## src/verilog/rv_isa_pkg.sv

```systemverilog
// rv32 instruction-set view: widths, major opcodes and the words the front end recognizes
`default_nettype none

package rv_isa_pkg;

    // ~~~~~~~~~~~~~~~~~~~~~~~~~~~~~~~~~~~~~~~~~~~~~~~~~~~~~~~~~~
    // basic widths
    // ~~~~~~~~~~~~~~~~~~~~~~~~~~~~~~~~~~~~~~~~~~~~~~~~~~~~~~~~~~
    localparam int xlen = 32;          // data and address width

    // ~~~~~~~~~~~~~~~~~~~~~~~~~~~~~~~~~~~~~~~~~~~~~~~~~~~~~~~~~~
    // major opcodes, bits [6:0] of the word
    // ~~~~~~~~~~~~~~~~~~~~~~~~~~~~~~~~~~~~~~~~~~~~~~~~~~~~~~~~~~
    // only the two that redirect are listed
    // branches and jalr fall through as plain words
    typedef enum logic [6:0] {
        opcode_jal    = 7'b110_1111,   // jump and link
        opcode_system = 7'b111_0011    // ecall, ebreak, csr ops, xret
    } opcode_e;

    // ~~~~~~~~~~~~~~~~~~~~~~~~~~~~~~~~~~~~~~~~~~~~~~~~~~~~~~~~~~
    // full system encodings
    // ~~~~~~~~~~~~~~~~~~~~~~~~~~~~~~~~~~~~~~~~~~~~~~~~~~~~~~~~~~
    // funct12 | rs1 | funct3 | rd | opcode
    localparam logic [xlen-1:0] ecall_word = {
        12'h000, 5'd0, 3'b000, 5'd0, opcode_system
    };                                 // 32'h0000_0073

    localparam logic [xlen-1:0] mret_word = {
        12'h302, 5'd0, 3'b000, 5'd0, opcode_system
    };                                 // 32'h3020_0073

    // ~~~~~~~~~~~~~~~~~~~~~~~~~~~~~~~~~~~~~~~~~~~~~~~~~~~~~~~~~~
    // decode classes
    // ~~~~~~~~~~~~~~~~~~~~~~~~~~~~~~~~~~~~~~~~~~~~~~~~~~~~~~~~~~
    typedef enum logic [1:0] {
        cls_other,                     // retires, no redirect
        cls_jal,                       // pc relative jump
        cls_ecall,                     // trap to mtvec
        cls_mret                       // return to mepc
    } instr_class_e;

endpackage

`default_nettype wire

```

## src/verilog/fe_cfg_pkg.sv

```systemverilog
// front-end configuration: reset pc, instruction memory size, path tag width, trap vector reset
`default_nettype none

package fe_cfg_pkg;

    // ~~~~~~~~~~~~~~~~~~~~~~~~~~~~~~~~~~~~~~~~~~~~~~~~~~~~~~~~~~
    // program counter
    // ~~~~~~~~~~~~~~~~~~~~~~~~~~~~~~~~~~~~~~~~~~~~~~~~~~~~~~~~~~
    localparam logic [31:0] start_address = 32'h0000_0000;   // pc after reset

    // ~~~~~~~~~~~~~~~~~~~~~~~~~~~~~~~~~~~~~~~~~~~~~~~~~~~~~~~~~~
    // instruction memory
    // ~~~~~~~~~~~~~~~~~~~~~~~~~~~~~~~~~~~~~~~~~~~~~~~~~~~~~~~~~~
    localparam int imem_words  = 256;  // 1 KiB of code
    localparam int imem_addr_w = 8;    // word index bits, log2(imem_words)

    // path tag, bumped on every redirect
    // 3 bits is plenty since at most one redirect is in flight
    localparam int tag_w = 3;

    // ~~~~~~~~~~~~~~~~~~~~~~~~~~~~~~~~~~~~~~~~~~~~~~~~~~~~~~~~~~
    // trap
    // ~~~~~~~~~~~~~~~~~~~~~~~~~~~~~~~~~~~~~~~~~~~~~~~~~~~~~~~~~~
    localparam logic [31:0] mtvec_reset = 32'h0000_0300;     // word 192

endpackage

`default_nettype wire

```

## src/verilog/fetch.sv

```systemverilog
// fetch unit: program counter with priority redirect and the path tag calculator
`timescale 1ns/1ps
`default_nettype none

module fetch (
    input  logic                         clk,
    input  logic                         reset,
    input  logic                         stall_i,             // freeze the stage
    input  logic                         jump_i,
    input  logic [rv_isa_pkg::xlen-1:0]  jump_target_i,
    input  logic                         exception_raised_i,  // ecall
    input  logic                         interrupt_ack_i,
    input  logic                         machine_return_i,    // mret
    input  logic [rv_isa_pkg::xlen-1:0]  mtvec_i,
    input  logic [rv_isa_pkg::xlen-1:0]  mepc_i,
    output logic [rv_isa_pkg::xlen-1:0]  instruction_address_o,
    output logic [rv_isa_pkg::xlen-1:0]  pc_o,
    output logic [fe_cfg_pkg::tag_w-1:0] tag_o
);
    import rv_isa_pkg::*;
    import fe_cfg_pkg::*;

    logic [xlen-1:0]  pc;              // address being fetched
    logic [xlen-1:0]  pc_plus4;
    logic [tag_w-1:0] current_tag;     // tag carried by the word at decode
    logic [tag_w-1:0] next_tag;        // tag of the path after a redirect
    logic             redirect;
    logic             advance;

    assign redirect = jump_i | exception_raised_i | interrupt_ack_i | machine_return_i;
    assign advance  = ~stall_i;
    assign pc_plus4 = pc + 32'd4;

    // ~~~~~~~~~~~~~~~~~~~~~~~~~~~~~~~~~~~~~~~~~~~~~~~~~~~~~~~~~~
    // pc, priority order mret > trap > jump > +4
    // ~~~~~~~~~~~~~~~~~~~~~~~~~~~~~~~~~~~~~~~~~~~~~~~~~~~~~~~~~~
    always_ff @(posedge clk) begin
        if (reset) begin
            pc <= start_address;
        end else if (machine_return_i) begin
            pc <= mepc_i;              // resume point
        end else if (exception_raised_i || interrupt_ack_i) begin
            pc <= mtvec_i;             // enter handler
        end else if (jump_i) begin
            pc <= jump_target_i;
        end else if (advance) begin
            pc <= pc_plus4;
        end
    end

    // pc of the word that the memory returns next cycle
    always_ff @(posedge clk) begin
        if (reset) begin
            pc_o <= start_address;
        end else if (advance) begin
            pc_o <= pc;
        end
    end

    // while stalled the memory reads the address already at decode again,
    // otherwise its output would run one word ahead of pc_o
    assign instruction_address_o = stall_i ? pc_o : pc;

    // ~~~~~~~~~~~~~~~~~~~~~~~~~~~~~~~~~~~~~~~~~~~~~~~~~~~~~~~~~~
    // path tag
    // ~~~~~~~~~~~~~~~~~~~~~~~~~~~~~~~~~~~~~~~~~~~~~~~~~~~~~~~~~~
    // next_tag moves at the redirect edge, current_tag one
    // non-stalled edge later, so the word fetched under the old pc
    // still leaves with the old tag and gets squashed
    always_ff @(posedge clk) begin
        if (reset) begin
            current_tag <= '0;
            next_tag    <= '0;
        end else if (redirect) begin
            next_tag <= current_tag + 1'b1;    // wraps
        end else if (advance) begin
            current_tag <= next_tag;
        end
    end

    assign tag_o = current_tag;

endmodule

`default_nettype wire

```

## config.mk

```make
export PLATFORM = sky130hd
export DESIGN_NAME = fetch
export DESIGN_NICKNAME = d
export VERILOG_FILES = /design/src/verilog/rv_isa_pkg.sv /design/src/verilog/fe_cfg_pkg.sv /design/src/verilog/fetch.sv
export SDC_FILE = /design/constraint.sdc
export NUM_CORES = 1
export LEC_CHECK = 0
export BUFFER_PORTS_ARGS = -buffer_cell sky130_fd_sc_hd__buf_2
export CAP_MARGIN = 30
export CORE_MARGIN = 2
export CORE_UTILIZATION = 50
export CTS_CLUSTER_DIAMETER = 30
export DETAILED_ROUTE_END_ITERATION = 10
export GPL_ROUTABILITY_DRIVEN = 0
export GPL_TIMING_DRIVEN = 0
export PLACE_DENSITY = 0.82
export REMOVE_ABC_BUFFERS = 1
export SETUP_SLACK_MARGIN = 0.3
export SLEW_MARGIN = 0
export SYNTH_ARGS = -nofsm -noshare
export SYNTH_HDL_FRONTEND = slang
export SYNTH_SLANG_ARGS = --single-unit
```

## constraint.sdc

```tcl
create_clock -name clk -period 2.5 [get_ports clk]
set_clock_uncertainty 0.2 [all_clocks]
set_input_delay 0.25 -clock clk [delete_from_list [all_inputs] [get_ports clk]]
set_output_delay 0.25 -clock clk [all_outputs]
set_load 0.03 [all_outputs]
```

# Word-level counts from Yosys, hierarchy flattened
# Cells that the tools add are included.
# op_classes
addsub	2
multipliers	0
div	0
n_lt_le_gt_ge	0
eq_ne	1
n_shift	0
mux	5
n_bitwise	5
reduce_logical	2
# ops
op	n
$mux 32	5
$add 32x3->32 const B	1
$ne 4x1->1 const B	1
$add 3x1->3 const B	1
$or 1x1->1	3
$not 1->1	2
$reduce_and 2->1	1
$logic_or 1x1->1	1
# totals
reg_bits	70
latchBits	0
ramBits	0
rom_bits	0
in_bits	103
elab_cells	19
mem_count	0

# Longest topological paths before layout
# depth
ltp_word	5
ltp_mapped	8

# Least setup slack after synthesis
# No wires, ideal clock.
# synth_timing
path_kind	register -> register
from	register pc[2]
to	register pc[18]
setup_ps	132
t_arrival_ps	1736
required_ps	2168
slack_ps	432
path_stages_with_launch	7
synth_period_minus_slack_ps	2068
path_cell_list	dfxtp_1 > ha_1 > nand3_1 > nor4_1 > a31oi_1 > o31ai_1 > a21oi_1
# synth_between
elab_chain_cells	5
# synth_lines
item	line_no	rtl
from (decl)	fetch.sv:23	logic [xlen-1:0] pc;
from (signal assigned)	fetch.sv:39	pc <= start_address;
from (signal assigned)	fetch.sv:41	pc <= mepc_i;
from (signal assigned)	fetch.sv:43	pc <= mtvec_i;
$add 32x3->32	fetch.sv:32	assign pc_plus4 = pc + 32'd4;
$mux 32	fetch.sv:46	end else if (advance) begin
$mux 32	fetch.sv:44	end else if (jump_i) begin
$mux 32	fetch.sv:42	end else if (exception_raised_i || interrupt_ack_i) begin
$mux 32	fetch.sv:40	end else if (machine_return_i) begin
# Every way passes these cells. The select of a mux whose other input is x is not followed.
# A chain may end at the register's enable or synchronous reset.

# Worst setup path in the final report
# layout_timing
from	register pc[17]
to	register pc[26]
# The elaborated chain is that of the path after synthesis.

==> results.json <==
{
  "synthTopCellsByCount": "dfxtp_1 (70), nand2_1 (52), nor2_1 (44)",
  "cp.required_ns": 2.54,
  "final_max_slew_viol_count": 0,
  "cts_buffers": 9,
  "design_area_mm2": 0.005592,
  "synth_top_family_by_area": "simple AND/OR/NAND/NOR gates",
  "antenna_found_initial": 0,
  "power.density_mw_per_mm2": 533.2,
  "tightest_slew_ns": 0.8530,
  "synth_ff_type": "dfxtp_1",
  "routed_via_density": 5.985,
  "period_share_pct": 82.96,
  "synth_compound_area_share_pct": 21.18,
  "grt_pass1_wl_mm": 22.28,
  "async_flop_share_pct": 0,
  "ant_nets": 0,
  "clk_pin_slew_ns": 0.08,
  "yosys-top-cells-area": "dfxtp_1 (32%), mux2_2 (8.3%), and2_1 (4.9%)",
  "yosysSeqAreaShare_pct": 32.27,
  "post-route-drc-count": 0,
  "synth_cells": 533,
  "diodes": 0,
  "holdPathStages": 3,
  "synth_area_leader_cell": "dfxtp_1",
  "path_cells": "nand4_1 > nor4_4 > nor4b_4 > o22ai_1 > a221o_1",
  "wl_mm": 13.91,
  "drive_above_1_share_pct": 36.57,
  "num-nets-final": 789,
  "synthMuxAreaShare_pct": 11.29,
  "r2r_start": "pc[17]",
  "multiInputGateArea_mm2": 0.002785,
  "ys.warnings.count": 0,
  "clk_path_buf_depth": 2,
  "hpwlAfterDp_mm": 9.534,
  "synth_area_mm2": 0.004343,
  "power.share.clock_pct": 35.4,
  "r2r-end": "pc[26]",
  "start_kind": "flip-flop",
  "area.growth.synth_to_final_pct": 28.75,
  "synth_area_per_cell_um2": 8.148,
  "vias": 4752,
  "hold_viol_final": 0,
  "synth_edf_count": 0,
  "grt_max_degree": 51,
  "relSlewSlack_pct": 42.66,
  "yosysUniqueCellTypes": 68,
  "root_buffer": "clkbuf_8",
  "place_area_mm2": 0.005177,
  "yosysMostFrequentCell": "dfxtp_1",
  "grt.overflow.total": 0,
  "grt_pass1_vias": 4569,
  "grt.total_usage_pct": 28.72,
  "cts_tree": "built",
  "ios": 170,
  "fillers": 704,
  "max_stage_delay_ns": 0.47,
  "ys_ff_latch": 70,
  "wl_per_cell_um": 17.52,
  "ir_drop_mv": 0.3409,
  "crit_path_end_kind": "flip-flop",
  "critPathMaxFanout": 7,
  "start_util_pct": 52.33,
  "core_mm2": 0.008299,
  "maxCapViolations": 0,
  "regArea_mm2": 0.001406,
  "power.switching_uw": 965.7,
  "critPathSlowestCell": "dfxtp_1",
  "r2r_cells": 5,
  "synth_xor_area_share_pct": 1.412,
  "finalSetupViolCount": 0,
  "fin_crit_ns": 2.074,
  "r2r_slack_ns": 0.43,
  "min_path_type": "primary input to flip-flop",
  "p_comb_share_pct": 22.1,
  "die_w_um": 97.20,
  "min-delay-start": "mepc_i[4]",
  "fmax_ghz": 0.4822,
  "drt-pass1-iter-count": 4,
  "final_core_util_pct": 67.38,
  "die-area_mm2": 0.009447,
  "drt_iter0_markers": 287,
  "rsz0062_at_grt": "true",
  "status": "completed",
  "clock_latency_ns": 0.36,
  "switching_share_pct": 32.39,
  "holdPathEnd": "pc[4]",
  "rows": 33,
  "cp_data_arrival_time_ns": 2.11,
  "synthSimpleGateAreaFrac_pct": 27.63,
  "synth.top_cell.area_share_pct": 32.27,
  "seqPwrFrac_pct": 42.5,
  "die_h_um": 97.20,
  "power_leakage_nw": 2.550,
  "htree_levels": 3,
  "synth_fa_ha_area_share_pct": 0.5762,
  "path_class": "flip-flop to flip-flop",
  "cts.sinks": 70,
  "port_buffers": 169,
  "internal-power_mw": 2.016
}
-- worst max-delay path: cells and delay by family (launching register included) --
kind / cells / cell delay [ns]
AOI/OAI and AO/OA: 2 / 0.43
DFF: 1 / 0.47
and+or+nand+nor: 3 / 0.86
-- power by group through the flow --
stage | clock [mW] | combinational (mW) | sequential, mW
2_1_floorplan | 0 | 0.335 | 1.31
3_3_place_gp | 0 | 0.610 | 1.28
3_5_place_dp | 0 | 0.637 | 1.29
4_1_cts | 1.06 | 0.654 | 1.26
5_1_grt | 1.11 | 0.713 | 1.28
6_report | 1.06 | 0.659 | 1.27
-- how the worst max path moves through the flow --
stage                     cells past startpoint               start     end  slack, ns
after floorplan                               5  exception_raised_i  pc[26]      -0.46
after global placement                        6  exception_raised_i  pc[26]      -2.43
after detailed placement                      7              jump_i  pc[27]      -0.63
after CTS                                     5               pc[6]  pc[19]       0.30
after global routing                          5               pc[4]  pc[13]       0.26
final                                         5              pc[17]  pc[26]       0.43
-- metal layers --
metal  share of wire (%)  GRT usage, %
met5                   0             0
met4                 1.8         9.317
met3                 8.2         6.259
met2                  49         49.84
met1                  41         35.34
-- flip-flops by register name, indices dropped and copies added, names as in the netlist --
name      cells
next_tag      3
pc           32
pc_o         32
tag_o         3
-- cell families (layout without fill, tap and decap cells) --
| kind of cell | after synthesis | in the layout |
|---|---|---|
| and+or+nand+nor | 223 | 223 |
| AOI/OAI and AO/OA | 140 | 140 |
| muxes | 45 | 45 |
| buffers and inverters | 46 | 202 |
| DFF | 70 | 70 |
| adders and majority gates | 2 | 2 |
| xor gates and xnor gates | 7 | 7 |
-- placed cells by master, fill, tap and decap left out, types with 9 or more instances in the layout --
cell type / netlist / final
buf_2: 2 / 166
dfxtp_1: 70 / 66
nand2_1: 52 / 52
nor2_1: 44 / 41
and2_1: 34 / 34
o21ai_0: 33 / 33
mux2_2: 32 / 32
a21oi_1: 29 / 29
nand3_1: 22 / 21
a211oi_1: 16 / 16
nor3_1: 14 / 14
mux2i_1: 13 / 13
and3_1: 11 / 11
nand4_1: 10 / 10
o22ai_1: 10 / 10
nand2b_1: 9 / 9
clkbuf_8: 3 / 9
-- area by class of cell --
type | instances | area share (%)
Clock buffer | 9 | 2.215
Clock inverter | 7 | 1.745
Inverter | 4 | 0.3804
Multi-Input combinational cell | 417 | 49.81
Sequential cell | 70 | 25.15
Tap cell | 105 | 2.350
Timing Repair Buffer | 181 | 18.21
Timing Repair inverter | 1 | 0.1343
-- per-stage QoR --
step           hold WS, ns  worst slack, ns  setup TNS, ns  std cells  total power [mW]
2_1_floorplan       0.1191          -0.4577         -5.162        491             1.650
3_3_place_gp        0.2377           -2.426         -51.90        765             1.890
3_5_place_dp        0.2437          -0.6291         -15.64        768             1.924
4_1_cts          0.0002147           0.3040              0        794             2.980
5_1_grt           0.006874           0.2609              0        794             3.103
6_report           0.01270           0.4260              0        794             2.981
-- timing repair --
action / CTS / global route
hold endpoints to repair: 6 / 0
pin swaps: 3 / 1
endpoints found under the setup margin: 36 / 17
hold buffers: 6 / 0
resized for setup: 13 / 16
gates cloned: 1 / 0
setup buffers: 3 / 0
Note: power is estimated with default switching activity, not from simulation.
