[src/verilog/rv_isa_pkg.sv]
// rv32 instruction-set view: widths, major opcodes and the words the front end recognizes
`default_nettype none

package rv_isa_pkg;

    // ~~~~~~~~~~~~~~~~~~~~~~~~~~~~~~~~~~~~~~~~~~~~~~~~~~~~~~~~~~
    // basic widths
    // ~~~~~~~~~~~~~~~~~~~~~~~~~~~~~~~~~~~~~~~~~~~~~~~~~~~~~~~~~~
    localparam int xlen = 32;          // data and address width

    // ~~~~~~~~~~~~~~~~~~~~~~~~~~~~~~~~~~~~~~~~~~~~~~~~~~~~~~~~~~
    // major opcodes, bits [6:0] of the word
    // ~~~~~~~~~~~~~~~~~~~~~~~~~~~~~~~~~~~~~~~~~~~~~~~~~~~~~~~~~~
    // only the two that redirect are listed
    // branches and jalr fall through as plain words
    typedef enum logic [6:0] {
        opcode_jal    = 7'b110_1111,   // jump and link
        opcode_system = 7'b111_0011    // ecall, ebreak, csr ops, xret
    } opcode_e;

    // ~~~~~~~~~~~~~~~~~~~~~~~~~~~~~~~~~~~~~~~~~~~~~~~~~~~~~~~~~~
    // full system encodings
    // ~~~~~~~~~~~~~~~~~~~~~~~~~~~~~~~~~~~~~~~~~~~~~~~~~~~~~~~~~~
    // funct12 | rs1 | funct3 | rd | opcode
    localparam logic [xlen-1:0] ecall_word = {
        12'h000, 5'd0, 3'b000, 5'd0, opcode_system
    };                                 // 32'h0000_0073

    localparam logic [xlen-1:0] mret_word = {
        12'h302, 5'd0, 3'b000, 5'd0, opcode_system
    };                                 // 32'h3020_0073

    // ~~~~~~~~~~~~~~~~~~~~~~~~~~~~~~~~~~~~~~~~~~~~~~~~~~~~~~~~~~
    // decode classes
    // ~~~~~~~~~~~~~~~~~~~~~~~~~~~~~~~~~~~~~~~~~~~~~~~~~~~~~~~~~~
    typedef enum logic [1:0] {
        cls_other,                     // retires, no redirect
        cls_jal,                       // pc relative jump
        cls_ecall,                     // trap to mtvec
        cls_mret                       // return to mepc
    } instr_class_e;

endpackage

`default_nettype wire

[src/verilog/fe_cfg_pkg.sv]
// front-end configuration: reset pc, instruction memory size, path tag width, trap vector reset
`default_nettype none

package fe_cfg_pkg;

    // ~~~~~~~~~~~~~~~~~~~~~~~~~~~~~~~~~~~~~~~~~~~~~~~~~~~~~~~~~~
    // program counter
    // ~~~~~~~~~~~~~~~~~~~~~~~~~~~~~~~~~~~~~~~~~~~~~~~~~~~~~~~~~~
    localparam logic [31:0] start_address = 32'h0000_0000;   // pc after reset

    // ~~~~~~~~~~~~~~~~~~~~~~~~~~~~~~~~~~~~~~~~~~~~~~~~~~~~~~~~~~
    // instruction memory
    // ~~~~~~~~~~~~~~~~~~~~~~~~~~~~~~~~~~~~~~~~~~~~~~~~~~~~~~~~~~
    localparam int imem_words  = 256;  // 1 KiB of code
    localparam int imem_addr_w = 8;    // word index bits, log2(imem_words)

    // path tag, bumped on every redirect
    // 3 bits is plenty since at most one redirect is in flight
    localparam int tag_w = 3;

    // ~~~~~~~~~~~~~~~~~~~~~~~~~~~~~~~~~~~~~~~~~~~~~~~~~~~~~~~~~~
    // trap
    // ~~~~~~~~~~~~~~~~~~~~~~~~~~~~~~~~~~~~~~~~~~~~~~~~~~~~~~~~~~
    localparam logic [31:0] mtvec_reset = 32'h0000_0300;     // word 192

endpackage

`default_nettype wire

[src/verilog/decode_redirect.sv]
// decode and redirect: squashes stale-tag words, resolves jal/ecall/mret/irq, retires survivors
`timescale 1ns/1ps
`default_nettype none

module decode_redirect (
    input  logic                         clk,
    input  logic                         reset,
    input  logic                         stall_i,
    input  logic                         irq_i,            // level
    input  logic                         irq_enable_i,
    input  logic [rv_isa_pkg::xlen-1:0]  instr_i,          // memory read data
    input  logic [rv_isa_pkg::xlen-1:0]  pc_i,
    input  logic [fe_cfg_pkg::tag_w-1:0] tag_i,
    output logic                         jump_o,
    output logic [rv_isa_pkg::xlen-1:0]  jump_target_o,
    output logic                         exception_o,
    output logic                         interrupt_ack_o,
    output logic                         mret_o,
    output logic                         retire_valid_o,
    output logic [rv_isa_pkg::xlen-1:0]  retire_pc_o,
    output logic [rv_isa_pkg::xlen-1:0]  retire_instr_o
);
    import rv_isa_pkg::*;
    import fe_cfg_pkg::*;

    logic [tag_w-1:0] expected_tag;    // path decode is following
    logic             primed;          // fetch has delivered a first word
    logic             valid;           // word is on the right path, stage moving
    logic             irq_take;
    logic             redirect;
    instr_class_e     instr_class;
    logic [xlen-1:0]  j_imm;

    // ~~~~~~~~~~~~~~~~~~~~~~~~~~~~~~~~~~~~~~~~~~~~~~~~~~~~~~~~~~
    // path check
    // ~~~~~~~~~~~~~~~~~~~~~~~~~~~~~~~~~~~~~~~~~~~~~~~~~~~~~~~~~~
    // right after reset the fetch registers still hold reset values,
    // the first real word shows up after one non-stalled edge
    always_ff @(posedge clk) begin
        if (reset) begin
            primed <= 1'b0;
        end else if (!stall_i) begin
            primed <= 1'b1;
        end
    end

    assign valid = primed && !stall_i && (tag_i == expected_tag);

    // stays in step with next_tag in fetch
    always_ff @(posedge clk) begin
        if (reset) begin
            expected_tag <= '0;
        end else if (redirect) begin
            expected_tag <= expected_tag + 1'b1;
        end
    end

    // ~~~~~~~~~~~~~~~~~~~~~~~~~~~~~~~~~~~~~~~~~~~~~~~~~~~~~~~~~~
    // classify
    // ~~~~~~~~~~~~~~~~~~~~~~~~~~~~~~~~~~~~~~~~~~~~~~~~~~~~~~~~~~
    always_comb begin
        instr_class = cls_other;
        case (instr_i[6:0])
            opcode_jal: begin
                instr_class = cls_jal;
            end
            opcode_system: begin
                // exact match, other system words are plain
                if (instr_i == ecall_word) begin
                    instr_class = cls_ecall;
                end else if (instr_i == mret_word) begin
                    instr_class = cls_mret;
                end
            end
            default: begin
                instr_class = cls_other;
            end
        endcase
    end

    // j-type immediate, imm[20|10:1|11|19:12]
    assign j_imm = {{12{instr_i[31]}}, instr_i[19:12], instr_i[20], instr_i[30:21], 1'b0};
    assign jump_target_o = pc_i + j_imm;

    // ~~~~~~~~~~~~~~~~~~~~~~~~~~~~~~~~~~~~~~~~~~~~~~~~~~~~~~~~~~
    // redirect pulses
    // ~~~~~~~~~~~~~~~~~~~~~~~~~~~~~~~~~~~~~~~~~~~~~~~~~~~~~~~~~~
    assign irq_take        = valid && irq_i && irq_enable_i;    // beats everything
    assign interrupt_ack_o = irq_take;
    assign jump_o          = valid && !irq_take && (instr_class == cls_jal);
    assign exception_o     = valid && !irq_take && (instr_class == cls_ecall);
    assign mret_o          = valid && !irq_take && (instr_class == cls_mret);
    assign redirect        = jump_o || exception_o || interrupt_ack_o || mret_o;

    // ~~~~~~~~~~~~~~~~~~~~~~~~~~~~~~~~~~~~~~~~~~~~~~~~~~~~~~~~~~
    // retire
    // ~~~~~~~~~~~~~~~~~~~~~~~~~~~~~~~~~~~~~~~~~~~~~~~~~~~~~~~~~~
    // interrupted word is dropped, redirecting words still retire
    always_ff @(posedge clk) begin
        if (reset) begin
            retire_valid_o <= 1'b0;
        end else begin
            retire_valid_o <= valid && !irq_take;    // one-cycle pulse
        end
    end

    always_ff @(posedge clk) begin
        if (valid && !irq_take) begin
            retire_pc_o    <= pc_i;
            retire_instr_o <= instr_i;
        end
    end

endmodule

`default_nettype wire

[config.mk]
export PLATFORM = sky130hd
export DESIGN_NAME = decode_redirect
export DESIGN_NICKNAME = d
export VERILOG_FILES = /design/src/verilog/rv_isa_pkg.sv /design/src/verilog/fe_cfg_pkg.sv /design/src/verilog/decode_redirect.sv
export SDC_FILE = /design/constraint.sdc
export NUM_CORES = 1
export LEC_CHECK = 0
export ABC_AREA = 1
export BUFFER_PORTS_ARGS = -buffer_cell sky130_fd_sc_hd__buf_2
export CORE_MARGIN = 5
export CORE_UTILIZATION = 30
export DETAILED_ROUTE_END_ITERATION = 16
export REMOVE_ABC_BUFFERS = 1
export SLEW_MARGIN = 25
export SYNTH_ARGS = -nofsm -noshare
export SYNTH_HDL_FRONTEND = slang
export SYNTH_SLANG_ARGS = --single-unit
[constraint.sdc]
create_clock -name clk -period 2.4 [get_ports clk]
set_input_delay 0.12 -clock clk [delete_from_list [all_inputs] [get_ports clk]]
set_output_delay 0.12 -clock clk [all_outputs]
set_load 0.01 [all_outputs]
; ---- Word-level counts from Yosys, hierarchy flattened
; Cells that the tools add are included.
[word_totals]
ff_bits = 69
out_inout_bits = 101
[op_classes]
mux = 3
n_reduce_logical = 13
add_sub_neg = 2
eq_ne = 8
[op_table]
columns = op, count
row1 = adder 32 bit, 1
row2 = == test 32 x 30 -> 1 bit (second input constant), 1
row3 = == test 32 x 7 -> 1 bit (second input constant), 1
row4 = == test 7 bit (second input constant), 2
row5 = logical AND 1 bit, 8
row6 = == test 2 bit (second input constant), 2
row7 = 2-to-1 mux 2 bit, 2
row8 = case mux 2 bit (2 select lines), 1
row9 = adder 3 x 1 -> 3 bit (second input constant), 1
row10 = == test 3 bit, 1
row11 = logical OR 1 bit, 3
row12 = == test 2 x 1 -> 1 bit (second input constant), 1
row13 = logical NOT 1 bit, 2

; ---- Longest topological paths before layout
[logic_depth]
depth_word = 11
ltp_mapped = 12
depth_no_buf = 12

; ---- Worst setup path after synthesis
; No wires, ideal clock.
[synth_path]
path_type = register to output
from = register primed
to = output port mret_o
t_required_ps = 2280
arrival_time_ps = 2205
path_slack_ps = 75
stages_incl_launch_ff = 9
cell_sequence = dfxtp_1 -> inv_1 -> nor2_1 -> nand2_1 -> nor2_2 -> nand2_1 -> nor2_4 -> nand2_2 -> nor3_1
[synth_via]
elab_chain_len = 7
[synth_lines]
columns = element, line_no
row1 = start: declaration, decode_redirect.sv:27  ; logic primed;
row2 = start signal: assignment, decode_redirect.sv:41  ; primed <= 1'b0;
row3 = start signal: assignment, decode_redirect.sv:43  ; primed <= 1'b1;
row4 = logical AND 1 bit (*) (2 in series), decode_redirect.sv:47  ; assign valid = primed && !stall_i && (tag_i == expected_tag);
row5 = logical AND 1 bit (2 in series), decode_redirect.sv:88  ; assign irq_take = valid && irq_i && irq_enable_i;
row6 = logical NOT 1 bit, decode_redirect.sv:92  ; assign mret_o = valid && !irq_take && (instr_class == cls_mret);
row7 = logical AND 1 bit (*) (2 in series), decode_redirect.sv:92
row8 = end: declaration, decode_redirect.sv:18  ; output logic mret_o,
; Mark *: on every way between the ends. The rest lies on a longest branch, timed or not.

; ---- Worst setup path after layout
[layout_path]
from = input port pc_i[22] in the netlist's numbering
to = output port jump_target_o[27] in the netlist's numbering
[layout_via]
elab_chain_len = 1
[layout_lines]
columns = element, line_no
row1 = start: declaration, decode_redirect.sv:12  ; input logic [rv_isa_pkg::xlen-1:0] pc_i,
row2 = adder 32 bit, decode_redirect.sv:83  ; assign jump_target_o = pc_i + j_imm;
row3 = end: declaration, decode_redirect.sv:15  ; output logic [rv_isa_pkg::xlen-1:0] jump_target_o,
; Every way passes these cells.

==> qor.txt <==
Seq. cell area - 0.00202 sq mm
Clock Power Share - 0.361
Top cells by area, synth - edfxtp_1 (43%), nand2_1 (11%), ha_1 (8.7%)
Layout cell share with drive strength beyond 1 - 0.366
Vias per std cell - 4.61
Worst path max stage delay - 0.53 ns
Avg Cell Area, Syn - 8.54 sq um
Ys flop type - edfxtp_1
Setup CP Type - input port to output port
Buffers on Ports - 172
Most frequent CP cell - nand2_1
Post-synthesis sequential area ratio - 0.452
Pleak - 0.00305 uW
PD cells - 541 mW/mm^2
Routed len/inst - 15.3 um
Slew @ Worst Pin - 0.620 ns
Hold Path Class - input port to flop
CTS max path bufs - 2
Vias - 4,384
Cells on Worst Hold Path - 1
CTS tree - built
Synth async-reset ratio - 0
CORE AREA - 0.0146 sq mm
Fillers - 1,388
Worst path buffer plus inverter count - 4
VDD IR max - 0.000330 V
GPL Wtd Cong - 0.951
I/O pin cnt - 173
Routed Antenna Nets - 0
Die area - 0.0175 sq mm
DRC violations left - 0
Initial antenna violation count - 1
CP max stage cell - dlygate4sd3_1
DR iter-0 viols - 244
Final WL - 14,600 um
CTS Sinks - 69
Max-cap violations - 0
Yosys cell types - 35
FMAX - 0.440 GHz
Worst-path fanout max - 5
FF+latch count, synth - 69
Mapped cell area - 0.00448 sq mm
Total global routing overflow - 0
CTS H-Tree Depth - 3
Critical Path RT - 2.28 ns
P_sw - 1110 uW
Layout Cells excl Fill - 951
First-pass GRT wire length - 22,700 um
Sequential share of power - 0.359
Fin crit share - 0.948
Vias in the first global route - 4,410
Commonest cells in the synthesized netlist - nand2_1 (127), inv_1 (68), edfxtp_1 (64), nor2_1 (64), ha_1 (31)
Die Y - 132 um
Logic pwr share - 0.280
Die W - 132 um
Worst Reg2Reg Path Length in Cells - 5
Slew Limit Fails - 0
Cell Int Power - 2580 uW
Skew final - 0.00626 ns
Multi-input gate area - 0.00258 sq mm
Stages on the worst setup path - 13
Ys Warns - 0
TNS Setup - 0 ns
Post-layout util - 0.467
Final setup vio count - 0
Post-synthesis cell count - 524
CP Cell Sequence - dlygate4sd3_1 > buf_2 > ha_4 > nand2_1 > nor2_2 > inv_2 > nor3_4 > and3_1 > nand2_1 > nand3_1 > nand2_1 > nand2_1 > buf_2
CTS Root Cell - clkbuf_16
Worst Path Arrival - 2.16 ns
Worst setup SP type - input port
N_diodes - 0
GR Util All Layers - 0.163
Initial Utilization - 0.307
Overall power - 3690 uW
Clock latency on the worst-skew pair - 0.34 ns
Area share of the largest cell type after synthesis - 0.429
CP Capture Type - output port
Layout Nets - 866
Site row count - 44
DP Cell Count - 881
Clk slew on worst S/H paths - 0.05 ns
CTS buffer count - 9
Worst slew margin - 0.587
Most numerous cell in the Yosys netlist - nand2_1
Area grow syn2layout - 52.3%
Status - complete, no violations
Leading area contributor after synthesis - edfxtp_1
Drt first pass iters - 4
Minimum clock period after layout - 2.28 ns
Largest net degree at the start of global routing - 34
Switch share - 0.300
Post-DP HPWL - 11,300 um
Hold violation count in the final report - 0
Crit path max-delay family - buffers and inverters
Post-synth EDFFs - 64
-- metrics by stage --
stage / worst slack [ns] / area [sq um] / hold slack [ns]
final: 0.125 / 6820 / 0.00895
after global routing: -0.0381 / 6820 / 0.00288
after CTS: 0.000303 / 6420 / 0.00204
after detailed placement: 0.373 / 5590 / 0.312
after global placement: 0.361 / 5590 / 0.309
after floorplan: 0.0749 / 4470 / 0.189
-- layout make-up --
cell class | instances | share of cell area
flip-flops and latches | 69 | 0.297
clock inverters | 2 | 0.00239
clock buffers | 14 | 0.0418
multi-input cells | 385 | 0.378
repair buffers | 228 | 0.209
inverters | 69 | 0.0380
well taps | 184 | 0.0338
-- sequential cells by signal (all words and copies together) (netlist names) --
signal and flops:
retire_instr_o 32, retire_pc_o 32, expected_tag 3, retire_valid_o 1
primed 1
-- cells in the final DEF, fill, tap and decap left out, drive strengths merged, types with 2 or more instances in the layout --
cell type	count
a21boi	3
a21oi	31
a31oi	5
buf	175
clkbuf	14
dfxtp	5
dlygate4sd3	53
edfxtp	64
ha	31
inv	69
nand2	140
nand3	31
nand4	10
nor2	76
nor3	8
o21a	2
o21ai	12
o21bai	10
xnor2	3
xor2	17
-- kinds of logic (layout without fill, tap and decap cells) --
family,count (synthesis),count (layout),share of synthesized area
fa+ha+maj,32,32,0.0911
compound gates,64,64,0.0869
simple gates,269,269,0.270
flops,69,69,0.452
buf+inv,70,313,0.0595
xor+xnor,20,20,0.0408
-- final timing paths --
kind / start / to / slack [ns]
max: pc_i[22] / jump_target_o[27] / 0.12
min: instr_i[13] / retire_instr_o[13]$_DFFE_PP_ / 0.009
max reg2reg: expected_tag[0]$_SDFFE_PP0P_ / retire_pc_o[24]$_DFFE_PP_ / 0.64
min reg2reg: expected_tag[1]$_SDFFE_PP0P_ / expected_tag[1]$_SDFFE_PP0P_ / 0.53
-- power groups by stage --
stage,registers [uW],clock network (uW),logic (uW)
3_5_place_dp,1350,0,847
5_1_grt,1330,1430,1140
3_3_place_gp,1350,0,848
4_1_cts,1330,1370,919
6_report,1330,1330,1030
2_1_floorplan,1360,0,504
-- what timing repair did --
action	in CTS	in global routing
hold buffers	53	0
endpoints found under the hold margin	54	0
gates resized for setup	0	70
endpoints found under the setup margin	0	21
buffers inserted	0	1
-- per-layer routing --
layer	vias up	wire length (um)	global-route usage
met3	40	691	0.0397
met2	113	7120	0.269
met4	2	443	0.0789
li1	2225	-	-
met1	2004	6290	0.199
met5	-	13	0
No activity file was read; power rests on OpenSTA's default activity.
