`src/verilog/rv_isa_pkg.sv`:
```
// rv32 instruction-set view: widths, major opcodes and the words the front end recognizes
`default_nettype none

package rv_isa_pkg;

    // ~~~~~~~~~~~~~~~~~~~~~~~~~~~~~~~~~~~~~~~~~~~~~~~~~~~~~~~~~~
    // basic widths
    // ~~~~~~~~~~~~~~~~~~~~~~~~~~~~~~~~~~~~~~~~~~~~~~~~~~~~~~~~~~
    localparam int xlen = 32;          // data and address width

    // ~~~~~~~~~~~~~~~~~~~~~~~~~~~~~~~~~~~~~~~~~~~~~~~~~~~~~~~~~~
    // major opcodes, bits [6:0] of the word
    // ~~~~~~~~~~~~~~~~~~~~~~~~~~~~~~~~~~~~~~~~~~~~~~~~~~~~~~~~~~
    // only the two that redirect are listed
    // branches and jalr fall through as plain words
    typedef enum logic [6:0] {
        opcode_jal    = 7'b110_1111,   // jump and link
        opcode_system = 7'b111_0011    // ecall, ebreak, csr ops, xret
    } opcode_e;

    // ~~~~~~~~~~~~~~~~~~~~~~~~~~~~~~~~~~~~~~~~~~~~~~~~~~~~~~~~~~
    // full system encodings
    // ~~~~~~~~~~~~~~~~~~~~~~~~~~~~~~~~~~~~~~~~~~~~~~~~~~~~~~~~~~
    // funct12 | rs1 | funct3 | rd | opcode
    localparam logic [xlen-1:0] ecall_word = {
        12'h000, 5'd0, 3'b000, 5'd0, opcode_system
    };                                 // 32'h0000_0073

    localparam logic [xlen-1:0] mret_word = {
        12'h302, 5'd0, 3'b000, 5'd0, opcode_system
    };                                 // 32'h3020_0073

    // ~~~~~~~~~~~~~~~~~~~~~~~~~~~~~~~~~~~~~~~~~~~~~~~~~~~~~~~~~~
    // decode classes
    // ~~~~~~~~~~~~~~~~~~~~~~~~~~~~~~~~~~~~~~~~~~~~~~~~~~~~~~~~~~
    typedef enum logic [1:0] {
        cls_other,                     // retires, no redirect
        cls_jal,                       // pc relative jump
        cls_ecall,                     // trap to mtvec
        cls_mret                       // return to mepc
    } instr_class_e;

endpackage

`default_nettype wire

```
`src/verilog/fe_cfg_pkg.sv`:
```
// front-end configuration: reset pc, instruction memory size, path tag width, trap vector reset
`default_nettype none

package fe_cfg_pkg;

    // ~~~~~~~~~~~~~~~~~~~~~~~~~~~~~~~~~~~~~~~~~~~~~~~~~~~~~~~~~~
    // program counter
    // ~~~~~~~~~~~~~~~~~~~~~~~~~~~~~~~~~~~~~~~~~~~~~~~~~~~~~~~~~~
    localparam logic [31:0] start_address = 32'h0000_0000;   // pc after reset

    // ~~~~~~~~~~~~~~~~~~~~~~~~~~~~~~~~~~~~~~~~~~~~~~~~~~~~~~~~~~
    // instruction memory
    // ~~~~~~~~~~~~~~~~~~~~~~~~~~~~~~~~~~~~~~~~~~~~~~~~~~~~~~~~~~
    localparam int imem_words  = 256;  // 1 KiB of code
    localparam int imem_addr_w = 8;    // word index bits, log2(imem_words)

    // path tag, bumped on every redirect
    // 3 bits is plenty since at most one redirect is in flight
    localparam int tag_w = 3;

    // ~~~~~~~~~~~~~~~~~~~~~~~~~~~~~~~~~~~~~~~~~~~~~~~~~~~~~~~~~~
    // trap
    // ~~~~~~~~~~~~~~~~~~~~~~~~~~~~~~~~~~~~~~~~~~~~~~~~~~~~~~~~~~
    localparam logic [31:0] mtvec_reset = 32'h0000_0300;     // word 192

endpackage

`default_nettype wire

```
`src/verilog/trap_csr.sv`:
```
// trap state: mtvec, mepc and the interrupt enable, updated on traps and returns
`timescale 1ns/1ps
`default_nettype none

module trap_csr (
    input  logic                        clk,
    input  logic                        reset,
    input  logic                        mtvec_we_i,       // host write
    input  logic [rv_isa_pkg::xlen-1:0] mtvec_wdata_i,
    input  logic                        ecall_i,          // pulse from decode
    input  logic                        interrupt_ack_i,  // pulse from decode
    input  logic                        mret_i,           // pulse from decode
    input  logic [rv_isa_pkg::xlen-1:0] trap_pc_i,        // pc at decode
    output logic [rv_isa_pkg::xlen-1:0] mtvec_o,
    output logic [rv_isa_pkg::xlen-1:0] mepc_o,
    output logic                        irq_enable_o
);
    import rv_isa_pkg::*;
    import fe_cfg_pkg::*;

    logic [xlen-1:0] mtvec;
    logic [xlen-1:0] mepc;
    logic            irq_enable;

    // trap vector, only the host writes it
    always_ff @(posedge clk) begin
        if (reset) begin
            mtvec <= mtvec_reset;
        end else if (mtvec_we_i) begin
            mtvec <= mtvec_wdata_i;
        end
    end

    // ~~~~~~~~~~~~~~~~~~~~~~~~~~~~~~~~~~~~~~~~~~~~~~~~~~~~~~~~~~
    // resume point
    // ~~~~~~~~~~~~~~~~~~~~~~~~~~~~~~~~~~~~~~~~~~~~~~~~~~~~~~~~~~
    always_ff @(posedge clk) begin
        if (reset) begin
            mepc <= start_address;
        end else if (interrupt_ack_i) begin
            mepc <= trap_pc_i;                  // re-run the interrupted word
        end else if (ecall_i) begin
            mepc <= trap_pc_i + 32'd4;          // skip the ecall
        end
    end

    // global enable, no nesting inside a handler
    always_ff @(posedge clk) begin
        if (reset) begin
            irq_enable <= 1'b1;
        end else if (ecall_i || interrupt_ack_i) begin
            irq_enable <= 1'b0;
        end else if (mret_i) begin
            irq_enable <= 1'b1;
        end
    end

    assign mtvec_o      = mtvec;
    assign mepc_o       = mepc;
    assign irq_enable_o = irq_enable;

endmodule

`default_nettype wire

```
`config.mk`:
```
export PLATFORM = sky130hd
export DESIGN_NAME = trap_csr
export DESIGN_NICKNAME = d
export VERILOG_FILES = /design/src/verilog/rv_isa_pkg.sv /design/src/verilog/fe_cfg_pkg.sv /design/src/verilog/trap_csr.sv
export SDC_FILE = /design/constraint.sdc
export NUM_CORES = 1
export LEC_CHECK = 0
export BUFFER_PORTS_ARGS = -buffer_cell sky130_fd_sc_hd__clkbuf_2
export CELL_PAD_IN_SITES_DETAIL_PLACEMENT = 1
export CELL_PAD_IN_SITES_GLOBAL_PLACEMENT = 2
export CORE_UTILIZATION = 26
export CTS_CLUSTER_SIZE = 14
export DETAILED_ROUTE_END_ITERATION = 10
export PLACE_DENSITY_LB_ADDON = 0.1
export SYNTH_ARGS = -nofsm -noshare
export SYNTH_HDL_FRONTEND = slang
export SYNTH_SLANG_ARGS = --single-unit
```
`constraint.sdc`:
```
create_clock -name clk -period 2.61 [get_ports clk]
set_input_delay 0.3915 -clock clk [delete_from_list [all_inputs] [get_ports clk]]
set_output_delay 0.3915 -clock clk [all_outputs]
set_load 0.05 [all_outputs]
```
==> Word level (Yosys, flattened, before mapping) <==
Cells that the tools add are included.
{ "word_totals": {"out_inout_bits": 65, "input_bits": 70, "ff_bits": 65} }
{ "op_classes": {"add_sub_neg": 1, "n_mux": 4, "n_reduce_logical": 3} }
{ "op_table": {"columns": ["op", "count"], "rows": [
  ["two-way mux 32 bit", 2],
  ["adder 32 x 3 -> 32 bit (second input constant)", 1],
  ["nonzero test 2 bit", 2],
  ["two-way mux 1 bit", 2],
  ["logical OR 1 bit", 1]
]} }

==> Logic depth before layout (Yosys ltp) <==
Gate-level depths: netlist of the first run.
{ "depth": {"depth_word": 3, "depth_mapped": 6, "depth_no_buf": 5} }

==> Least setup slack after synthesis of the first run <==
Ideal clock, no wire load.
{ "synth_path": {"kind": "in2reg", "start": "input port trap_pc_i[2] (netlist bit)", "end": "register mepc[28], in the netlist mepc_o[28]", "path_slack_ns": 0.553, "path_buffers": 0, "arrival_time_ns": 1.945, "cell_stages": 5, "path_cell_list": "ha_1 nand4b_4 or4_4 or3_1 a2111oi_1"} }
{ "synth_between": {"elab_chain_len": 3} }
{ "synth_rtl": {"columns": ["item", "line_no", "rtl"], "rows": [
  ["from (decl)", "trap_csr.sv:13", "input logic [rv_isa_pkg::xlen-1:0] trap_pc_i,"],
  ["adder 32 x 3 -> 32 bit", "trap_csr.sv:43", "mepc <= trap_pc_i + 32'd4;"],
  ["two-way mux 32 bit", "trap_csr.sv:42", "end else if (ecall_i) begin"],
  ["two-way mux 32 bit", "trap_csr.sv:40", "end else if (interrupt_ack_i) begin"],
  ["to (signal assigned)", "trap_csr.sv:39", "mepc <= start_address;"],
  ["to (signal assigned)", "trap_csr.sv:41", "mepc <= trap_pc_i;"],
  ["to (signal assigned)", "trap_csr.sv:43", null],
  ["to (decl)", "trap_csr.sv:22", "logic [xlen-1:0] mepc;"]
]} }
No other way between the ends. The select of a mux whose other input is x is not followed.
A chain may end at the register's enable or synchronous reset.

==> Worst setup path after layout of the first run <==
Same ends and word-level chain as after synthesis.

==> impl_summary.txt, run 1 <==
----------------------------------------------------
[Run status]
  Outcome ... finished clean

[Global route]
  Remaining global-route overflow ... 0
  Global-route wire length before repair ... 14.9 mm
  Vias in the first global route ... 2949
  Overall track demand over capacity in global routing ... 16.6%
  Largest net degree at the start of global routing ... 66
  Antenna violations before repair ... 0

[CTS]
  Max H-tree Level ... 3
  CTS root buf ... clkbuf_16
  TritonCTS sink count ... 65
  Clock transition time at the flip-flop clock pins of the worst setup and hold paths ... 60 ps
  Clk buf depth ... 2
  Clock buffers created by TritonCTS ... 9
  Post-cts repair resize count ... 0
  Clock latency reported for the late side of the worst-skew pair ... 330 ps
  TritonCTS clock tree ... built
  CTS Hold Buffers Added ... 0
  Number of post-CTS setup repair buffers ... 0

[STA]
  Number of hold violations in the final report ... 0
  Upper clock frequency limit ... 0.497 GHz
  Slew HR ... 28.6%
  Final period utilization ... 77.0%
  Tightest Pin Transition ... 1070 ps
  Hold slack ... 270 ps
  Final setup vio count ... 0
  Unrepaired setup endpoints after global routing ... no
  Minimum period implied by the final worst setup slack ... 2010 ps
  Number of slew-limit violations in the final report ... 0
  Clock Skew ... 0 ps
  Total Negative Setup Slacks ... 0 ps

[Logic synthesis]
  Most area-hungry cell type in the Yosys netlist ... dfxtp_1
  Primary flip-flop cell chosen by synthesis mapping ... dfxtp_1
  Fraction of synthesis flops using an asynchronous set or reset pin ... 0%
  Number of enable flip-flop cells after synthesis ... 0
  Fraction of post-synthesis cell area in the top cell type by area ... 43.8%
  Ranking of synthesized cells by area ... dfxtp_1, mux2i_1, nor2_1
  Per-instance average area after synthesis ... 8.92 um^2
  Commonest cells post-synth ... dfxtp_1, nor2_1, mux2i_1, clkbuf_1, a211oi_1
  Number of library cell types mapped by synthesis ... 39
  Register bit count reported by yosys ... 65
  Portion of the post-synthesis area used by sequential elements ... 43.8%
  Combined area of all synthesized cells ... 0.00297 mm^2
  Cells after Synth ... 333
  Total of warnings raised by yosys ... 0
  Syn Nets ... 404

[Route]
  Drt via density ... 4.89
  Post-DR wirelength/cell ... 15.3 um
  Total wire length ... 9.25 mm
  Detail Route Antenna Nets ... 0
  DRT Pass-1 Iters ... 4
  DRC viols ... 0
  Number of vias after detailed routing ... 2966
  Starting DRC count in detailed routing ... 90

[Worst setup path]
  Data arrival time at the worst-slack endpoint ... 2230 ps
  Crit path max fanout ... 7
  Nature of the critical path startpoint ... input port
  Worst flop-to-flop path startpoint ... mepc_o[28]
  Worst Reg2Reg Path Length in Cells ... 2
  Worst setup path class ... in -> reg
  Required time at the worst-slack endpoint ... 2830 ps
  Setup slack on the worst flop-to-flop path ... 1750 ps
  Endpoint of the worst-slack reg-to-reg timing path ... mepc_o[28]
  Setup crit end kind ... flop

[Pwr]
  Worst IR Drop VDD ... 0.425 mV
  Internal ... 2.05 mW
  Switching pwr ... 888 uW
  Static power due to leakage ... 1.88 nW
  Power share of the clock group ... 43.7%
  Power per cell area ... 718 mW/mm^2
  Fraction of power spent switching nets ... 30.2%
  Part of the total power dissipated in sequential elements ... 37.2%
  Combinational group share of total power ... 19.2%

[Floorplan]
  Core region area ... 0.0110 mm^2
  Die Footprint ... 0.0119 mm^2
  Die H ... 109 um
  Placement row count ... 38
  Count of pins on the block boundary ... 135
  Initial Util ... 27.0%
  Die extent in x ... 109 um

[Finish]
  Layout area overhead ... 37.9%
  Final layout net count ... 532
  Ratio of cells with drive above 1 in the final layout ... 34.5%
  Filler-free cell count of the finished design ... 606
  Inserted Diodes ... 0
  Finished layout cell area ... 0.00410 mm^2

[Min path]
  Worst Hold Path EP ... mtvec_o[9]
  Class of the tightest hold or removal check ... in -> reg
  Hold Crit Depth ... 2
  Start point of the worst min-delay path ... mtvec_wdata_i[9]

[Placement]
  Estimated wirelength of the detail-placed design ... 6.76 mm
  Gpl congestion ... 0.730
  Inst Count DP ... 590
  Total of buffers placed on input and output ports ... 134
  Standard cell area after detailed placement ... 0.00378 mm^2

[Job]
  Max cap viols ... 0

----------------------------------------------------
## state kept, by name (all words and copies together) (netlist names)
| register | count |
|---|---|
| mepc_o | 32 |
| mtvec_o | 32 |
| irq_enable_o | 1 |
## cells by family after synthesis
kind of cell	after synthesis	share of synthesized area, %
compound gates	44	11.1
flops	65	43.8
simple gates	155	27.7
mux	31	10.5
xor+xnor	10	2.95
buf+inv	27	3.54
fa+ha+maj	1	0.421
## worst max path at each step
stage | endpoint | start | depth (start not counted) | slack [ps]
global placement | mepc_o[28] | trap_pc_i[2] | 6 | 300
CTS | mepc_o[28] | trap_pc_i[2] | 6 | 580
finish | mepc_o[28] | trap_pc_i[2] | 6 | 600
global route | mepc_o[28] | trap_pc_i[2] | 6 | 460
detailed placement | mepc_o[28] | trap_pc_i[2] | 6 | 210
floorplan | mepc_o[28] | trap_pc_i[2] | 5 | 550
## metal layers
| metal | share of wire [%] | global-route usage [%] | up-vias |
|---|---|---|---|
| met5 | 0 | 0 | - |
| met4 | 1.1 | 5.12 | 0 |
| met3 | 6.2 | 6.40 | 9 |
| met2 | 47 | 27.1 | 82 |
| met1 | 46 | 20.0 | 1396 |
| li1 | - | - | 1479 |
## power by group through the flow
stage | Clock, mW | Sequential (mW) | Combinational, mW
2_1_floorplan | 0 | 1.34 | 0.159
3_3_place_gp | 0 | 1.11 | 0.566
3_5_place_dp | 0 | 1.12 | 0.572
4_1_cts | 1.34 | 1.09 | 0.573
5_1_grt | 1.37 | 1.10 | 0.610
6_report | 1.28 | 1.09 | 0.564
## critical path, stage by stage
cell	delay [ps]
clkbuf_2	120
ha_1	260
nand4b_4	170
or4_4	580
or3_1	360
a2111oi_1	340
## cell usage in the layout, fill, tap and decap left out, types with 10 or more instances in the layout
master,instances
clkbuf_2,134
mux2i_1,31
dfxtp_1,65
nor4_1,16
and4_1,10
nand2_1,16
nor2_1,65
a211oi_1,18
## cell type report
class	count	area, um^2
fill	1328	6890
multi-input combinational	241	1560
sequential	65	1300
timing repair buffer	140	728
clock buffer	11	233
tap	140	175
clock inverter	5	80.1
inverter	4	15.0
## stage by stage
stage	power, mW	util, %	setup slack [ps]
after floorplan	1.50	-	553
after detailed placement	1.69	34.4	214
after CTS	3.00	37.3	576
after global routing	3.08	37.3	456
final	2.94	37.3	599
after global placement	1.68	34.4	301
No activity file was read; power rests on OpenSTA's default activity.
==> run 2: changes to the inputs <==
--- a/config.mk
+++ b/config.mk
@@ -5,10 +5,11 @@
 export SDC_FILE = /design/constraint.sdc
 export NUM_CORES = 1
 export LEC_CHECK = 0
+export ABC_AREA = 1
 export BUFFER_PORTS_ARGS = -buffer_cell sky130_fd_sc_hd__clkbuf_2
 export CELL_PAD_IN_SITES_DETAIL_PLACEMENT = 1
 export CELL_PAD_IN_SITES_GLOBAL_PLACEMENT = 2
-export CORE_UTILIZATION = 26
+export CORE_UTILIZATION = 24
 export CTS_CLUSTER_SIZE = 14
 export DETAILED_ROUTE_END_ITERATION = 10
 export PLACE_DENSITY_LB_ADDON = 0.1
==> constraint.sdc (replaced) <==
create_clock -name clk -period 1.9 [get_ports clk]
set_input_delay 0.285 -clock clk [delete_from_list [all_inputs] [get_ports clk]]
set_output_delay 0.285 -clock clk [all_outputs]
set_load 0.05 [all_outputs]
==> run 2 against run 1 <==
Compared with the run above:
- synthesized cell count grew 26%
- core utilization shrank 2.6 points
- combinational power grew 45%
- wire length grew 10%
- setup slack gained 1.2 ps
- power grew 39%
- global-route usage is essentially flat
- flip-flop and latch count is the same
- cell area grew 2.5%
- clock power grew 37%
- die area grew 9.2%
==> impl_summary.txt, run 2 <==
----------------------------------------------------
[CTS]
  Clock transition time at the flip-flop clock pins of the worst setup and hold paths ... 50 ps (about the same)
  Clock latency reported for the late side of the worst-skew pair ... 330 ps (about the same)
  CTS Hold Buffers Added ... 0 (unchanged)
  Max H-tree Level ... 3 (unchanged)
  CTS root buf ... clkbuf_16
  Post-cts repair resize count ... 0 (unchanged)
  Clk buf depth ... 2 (unchanged)
  TritonCTS sink count ... 65 (unchanged)
  Number of post-CTS setup repair buffers ... 0 (unchanged)
  TritonCTS clock tree ... built
  Clock buffers created by TritonCTS ... 9 (unchanged)

[Logic synthesis]
  Per-instance average area after synthesis ... 7.12 um^2 (-20%)
  Portion of the post-synthesis area used by sequential elements ... 43.4% (-0.40 points)
  Cells after Synth ... 421 (+26%)
  Fraction of synthesis flops using an asynchronous set or reset pin ... 0% (unchanged)
  Most area-hungry cell type in the Yosys netlist ... dfxtp_1
  Number of enable flip-flop cells after synthesis ... 0 (unchanged)
  Primary flip-flop cell chosen by synthesis mapping ... dfxtp_1
  Dominant combinational cell family by area after synthesis ... simple AND/OR/NAND/NOR gates
  Total of warnings raised by yosys ... 0 (unchanged)
  Share of the synthesized netlist area taken by xor and xnor gates ... 5.26% (+2.3 points)
  Post-synthesis adder-cell area fraction ... 0.418% (-0.0039 points)
  Combined area of all synthesized cells ... 0.00300 mm^2 (+0.93%)
  Post-synthesis share of cell area spent on and, or, nand and nor gates ... 29.2% (+1.5 points)
  Fraction of post-synthesis cell area in the top cell type by area ... 43.4% (-0.40 points)
  Number of library cell types mapped by synthesis ... 28 (-28%)
  Portion of netlist area occupied by mux cells ... 0% (-10 points)
  Syn Nets ... 492 (+22%)
  Commonest cells post-synth ... nor2_1, dfxtp_1, nand2_1, o21ai_0, inv_1
  Top-count cell post-synth ... nor2_1
  Ranking of synthesized cells by area ... dfxtp_1, nor2_1, o21ai_0
  Register bit count reported by yosys ... 65 (unchanged)
  Complex-gate fraction of the synthesized area ... 15.6% (+4.5 points)

[Worst setup path]
  Endpoint of the worst-slack reg-to-reg timing path ... mepc_o[20]
  Critical path startpoint ... trap_pc_i[3]
  Crit path max fanout ... 4 (-3)
  Worst path cell trace ... clkbuf_2 -> ha_1 -> nand2_1 -> nor2_1 -> nand3_2 -> nor2_2 -> nand3_1 -> nand2_1 -> nand2_1 -> a21oi_1
  Critical Path Most Common Cell ... nand2_1
  Delay of the slowest critical-path stage ... 230 ps (-350 ps)
  Worst flop-to-flop path startpoint ... mepc_o[20]
  Worst setup path class ... in -> reg
  Data arrival time at the worst-slack endpoint ... 1570 ps (-660 ps)
  Critical Path Slowest Stage Cell ... nor2_1
  Worst Reg2Reg Path Length in Cells ... 2 (unchanged)
  Setup crit end kind ... flop
  Required time at the worst-slack endpoint ... 2170 ps (-660 ps)
  Nature of the critical path startpoint ... input port
  Setup slack on the worst flop-to-flop path ... 1210 ps (-540 ps)

[Global route]
  Remaining global-route overflow ... 0 (unchanged)
  Global-route wire length before repair ... 16.4 mm (+9.6%)
  Largest net degree at the start of global routing ... 43 (-35%)
  Overall track demand over capacity in global routing ... 16.6% (-0.044 points)
  Vias in the first global route ... 3228 (+9.5%)
  Antenna violations before repair ... 0 (unchanged)

[STA]
  Slew HR ... 65.4% (+37 points)
  Final period utilization ... 68.4%
  Upper clock frequency limit ... 0.769 GHz
  Final setup vio count ... 0 (unchanged)
  Minimum period implied by the final worst setup slack ... 1300 ps
  Number of hold violations in the final report ... 0 (unchanged)
  Number of slew-limit violations in the final report ... 0 (unchanged)
  Unrepaired setup endpoints after global routing ... no
  Total Negative Setup Slacks ... 0 ps (unchanged)
  Tightest Pin Transition ... 514 ps (-557 ps)
  Clock Skew ... 0 ps (unchanged)

[Job]
  Max cap viols ... 0 (unchanged)

[Floorplan]
  Die Footprint ... 0.0129 mm^2 (+9.2%)
  Die extent in x ... 114 um (+4.5%)
  Die H ... 114 um (+4.5%)
  Core region area ... 0.0121 mm^2 (+10%)
  Placement row count ... 40 (+5.3%)
  Count of pins on the block boundary ... 135 (unchanged)
  Initial Util ... 24.7% (-2.3 points)

[Min path]
  Hold Crit Depth ... 3 (+1)
  Start point of the worst min-delay path ... mtvec_wdata_i[8]
  Class of the tightest hold or removal check ... in -> reg
  Worst Hold Path EP ... mtvec_o[8]

[Pwr]
  Static power due to leakage ... 2.00 nW (+6.5%)
  Total power of the final layout ... 4.08 mW (+39%)
  Worst IR Drop VDD ... 0.449 mV (+5.7%)
  Power per cell area ... 973 mW/mm^2 (+35%)

[Route]
  Starting DRC count in detailed routing ... 122 (+36%)
  DRT Pass-1 Iters ... 4 (unchanged)
  DRC viols ... 0 (unchanged)
  Drt via density ... 4.41 (-9.8%)
  Post-DR wirelength/cell ... 14.0 um (-8.5%)
  Total wire length ... 10.2 mm (+10%)
  Detail Route Antenna Nets ... 0 (unchanged)
  Number of vias after detailed routing ... 3218 (+8.5%)

[Placement]
  Gpl congestion ... 0.757 (+3.8%)
  Total of buffers placed on input and output ports ... 134 (unchanged)
  Estimated wirelength of the detail-placed design ... 7.74 mm (+15%)
  Inst Count DP ... 713 (+21%)

[Finish]
  Final layout net count ... 627 (+18%)
  Ratio of cells with drive above 1 in the final layout ... 32.4% (-2.1 points)
  Layout area overhead ... 40.1%
  Filler-free cell count of the finished design ... 729 (+20%)
  Most common library cell in the layout ignoring fill and taps ... clkbuf_2
  Inserted Diodes ... 0 (unchanged)
  Most frequent cells in the layout ... clkbuf_2, nor2_1, dfxtp_1

[Run status]
  Outcome ... finished clean

----------------------------------------------------
run 2: cell count changes after synthesis, sizes merged, moves of 8 or more:
cell / previous run / this run
o21ai: 2 / 59
nand2: 16 / 62
inv: 4 / 29
a211oi: 18 / 0
mux2i: 31 / 0
nor4: 18 / 0
and4: 10 / 0
nor2: 65 / 101
a21oi: 5 / 25
a311oi: 8 / 0
xor2: 4 / 14
nand3: 9 / 19
run 2: metrics by stage:
stage / setup slack (ps) / area [um^2] / hold slack (ps) / utilization (%)
CTS: 582 / 4200 / 151 / 34.7
finish: 600 / 4200 / 162 / 34.7
global placement: 329 / 3880 / 439 / 32.1
floorplan: 581 / 3000 / 410 / -
global route: 439 / 4200 / 160 / 34.7
detailed placement: 258 / 3880 / 452 / 32.1
run 2: worst max-delay path: cells and delay by family:
family,cells,cell delay (ps)
adder cells (fa/ha/maj),1,190
AO/OA/AOI/OAI,1,110
buffers and inverters,1,110
AND/OR/NAND/NOR,7,870
run 2: cells by family after synthesis:
kind of cell / count (synthesis)
compound gates: 90
simple gates: 198
fa+ha+maj: 1
xor+xnor: 18
flops: 65
buf+inv: 49
run 2: power breakdown:
part	total (mW)	internal (mW)	switching [mW]
Clock	1.76	1.12	0.635
Sequential	1.51	1.46	0.0494
Combinational	0.816	0.209	0.607
run 2: final cells by class:
class / count / area (um^2)
sequential: 65 / 1300
tap: 168 / 210
timing repair buffer: 142 / 743
clock inverter: 4 / 50.0
multi-input combinational: 307 / 1510
fill: 1573 / 7910
clock buffer: 12 / 267
inverter: 31 / 116
run 2: layer usage:
| layer | track usage (%) | up-vias | share of wire [%] |
|---|---|---|---|
| met2 | 26.5 | 79 | 46 |
| met5 | 0 | - | 0 |
| met4 | 4.74 | 0 | 0.71 |
| met1 | 21.0 | 1503 | 48 |
| met3 | 5.79 | 5 | 5.5 |
| li1 | - | 1631 | - |
run 2: how the worst max path moves through the flow:
| stage | endpoint | depth (start not counted) |
|---|---|---|
| 5_1_grt | mepc_o[24] | 10 |
| 2_1_floorplan | mepc_o[10] | 9 |
| 3_3_place_gp | mepc_o[24] | 10 |
| 4_1_cts | mepc_o[20] | 1 |
| 3_5_place_dp | mepc_o[20] | 8 |
| 6_report | mepc_o[24] | 10 |
==> run 3: changes to the inputs <==
--- a/config.mk
+++ b/config.mk
@@ -9,7 +9,7 @@
 export BUFFER_PORTS_ARGS = -buffer_cell sky130_fd_sc_hd__clkbuf_2
 export CELL_PAD_IN_SITES_DETAIL_PLACEMENT = 1
 export CELL_PAD_IN_SITES_GLOBAL_PLACEMENT = 2
-export CORE_UTILIZATION = 24
+export CORE_UTILIZATION = 22
 export CTS_CLUSTER_SIZE = 14
 export DETAILED_ROUTE_END_ITERATION = 10
 export PLACE_DENSITY_LB_ADDON = 0.1
==> constraint.sdc (replaced) <==
create_clock -name clk -period 1.1 [get_ports clk]
set_input_delay 0.165 -clock clk [delete_from_list [all_inputs] [get_ports clk]]
set_output_delay 0.165 -clock clk [all_outputs]
set_load 0.05 [all_outputs]
==> run 3 against run 2 <==
Compared with the run above:
- setup slack worse by 570 ps
- critical path depth fell by 9
- first-iteration DRC count rose by 4.9%
- sequential share of layout area down 4.2 points
- via count is 5.0% higher
==> impl_summary.txt, run 3 (synthesized netlist as in run 2, its figures left out) <==
----------------------------------------------------
[STA]
  Clock Skew ... 0 ps (unchanged)
  Slew HR ... 79.8% (+14 points)
  Total Negative Setup Slacks ... 0 ps (unchanged)
  Number of slew-limit violations in the final report ... 0 (unchanged)
  Minimum period implied by the final worst setup slack ... 1070 ps
  Final setup vio count ... 0 (unchanged)
  Number of hold violations in the final report ... 0 (unchanged)
  Final period utilization ... 97.0%
  Upper clock frequency limit ... 0.937 GHz
  Tightest Pin Transition ... 301 ps (-214 ps)
  Final setup margin ... 33.2 ps (-567 ps)

[Finish]
  Layout area overhead ... 62.2%
  Final layout net count ... 678 (+8.1%)
  Ratio of cells with drive above 1 in the final layout ... 38.9% (+6.4 points)
  Most common library cell in the layout ignoring fill and taps ... nor2_1
  Inserted Diodes ... 0 (unchanged)
  Most frequent cells in the layout ... nor2_1, clkbuf_2, buf_4

[Global route]
  Overall track demand over capacity in global routing ... 15.7% (-0.89 points)
  Remaining global-route overflow ... 0 (unchanged)
  Antenna violations before repair ... 0 (unchanged)
  Largest net degree at the start of global routing ... 41 (-4.7%)
  Vias in the first global route ... 3450 (+6.9%)
  Global-route wire length before repair ... 17.2 mm (+4.8%)

[Route]
  Number of vias after detailed routing ... 3379 (+5.0%)
  Total wire length ... 10.6 mm (+4.5%)
  Starting DRC count in detailed routing ... 128 (+4.9%)
  Detail Route Antenna Nets ... 0 (unchanged)
  DRC viols ... 0 (unchanged)
  Post-DR wirelength/cell ... 13.5 um (-3.3%)
  Drt via density ... 4.29 (-2.9%)
  DRT Pass-1 Iters ... 4 (unchanged)

[Worst setup path]
  Worst setup path class ... reg -> out
  Number of cells on the critical path ... 1 (-9)
  Data arrival time at the worst-slack endpoint ... 900 ps (-670 ps)
  Cell family contributing the most delay on the critical path ... flip-flops
  Buffer and inverter count on the worst path ... 1 (unchanged)
  Worst path cell trace ... clkbuf_4
  Crit path max fanout ... 2 (-2)
  Critical Path Slowest Stage Cell ... dfxtp_1
  Setup crit end kind ... output port
  Delay of the slowest critical-path stage ... 330 ps (+100 ps)
  Required time at the worst-slack endpoint ... 940 ps (-1230 ps)
  Nature of the critical path startpoint ... flop
  Worst Reg2Reg Path Length in Cells ... 2 (unchanged)

[Floorplan]
  Placement row count ... 42 (+5.0%)
  Count of pins on the block boundary ... 135 (unchanged)
  Die extent in x ... 119 um (+4.4%)
  Initial Util ... 22.6% (-2.1 points)
  Die Footprint ... 0.0141 mm^2 (+8.9%)
  Core region area ... 0.0132 mm^2 (+9.3%)
  Die H ... 119 um (+4.4%)

[CTS]
  Clk buf depth ... 2 (unchanged)
  Clock latency reported for the late side of the worst-skew pair ... 330 ps (about the same)
  TritonCTS sink count ... 65 (unchanged)
  Clock buffers created by TritonCTS ... 9 (unchanged)
  TritonCTS clock tree ... built
  Clock transition time at the flip-flop clock pins of the worst setup and hold paths ... 60 ps (about the same)
  CTS root buf ... clkbuf_16
  Max H-tree Level ... 3 (unchanged)

[Min path]
  Hold Crit Depth ... 3 (unchanged)
  Class of the tightest hold or removal check ... in -> reg

[Placement]
  Gpl congestion ... 0.770 (+1.6%)
  Setup slack at placement ... -340 ps (-598 ps)
  Estimated wirelength of the detail-placed design ... 8.26 mm (+6.7%)
  Total of buffers placed on input and output ports ... 134 (unchanged)

[Job]
  Max cap viols ... 0 (unchanged)

[Run status]
  Outcome ... finished clean

[Pwr]
  Static power due to leakage ... 2.30 nW (+15%)
  Power per cell area ... 1510 mW/mm^2 (+55%)
  Worst IR Drop VDD ... 0.569 mV (+27%)

----------------------------------------------------
## run 3: metrics by stage
stage               utilization (%)  total power, mW  hold WS (ps)  instances  cell area (um^2)
finish                         36.7             7.34          46.6        788              4860
global route                   36.7             7.71          39.8        788              4860
CTS                            36.3             7.47          31.2        786              4800
detailed placement             32.4             4.22           386        770              4300
global placement               32.4             4.21           378        770              4300
floorplan                         -             3.62           290        421              3020
## run 3: power breakdown
part	switching [mW]	total, mW	internal [mW]
Combinational	1.08	1.65	0.567
Sequential	0.0883	2.62	2.53
Clock	1.09	3.08	1.99
Total	2.26	7.34	5.08
## run 3: path summary, 6_finish.rpt
path	from	slack, ps	end
min reg2reg	mtvec_o[9]	470	mtvec_o[9]
max reg2reg	mepc_o[20]	420	mepc_o[20]
max	mepc_o[4]	30	mepc_o[4]
min	mtvec_wdata_i[9]	50	mtvec_o[9]
## run 3: area by class of cell
type | count | area [um^2]
Clock buffer | 11 | 233
Clock inverter | 5 | 78.8
Fill cell | 1677 | 8380
Inverter | 31 | 116
Multi-Input combinational cell | 307 | 1580
Sequential cell | 65 | 1300
Tap cell | 176 | 220
Timing Repair Buffer | 193 | 1330
## run 3: what timing repair did
action	4_1_cts	5_1_grt
endpoints found under the setup margin	65	19
setup buffers	0	2
resized for setup	72	19
pin swaps	0	3
hold buffers	0	0
## run 3: routing by layer
metal	GRT usage [%]	vias to the layer above	part of all wire, %
met4	6.65	0	1.8
met5	0	-	0
met1	19.9	1551	47
met2	25.6	76	47
met3	3.28	14	4.4
li1	-	1738	-
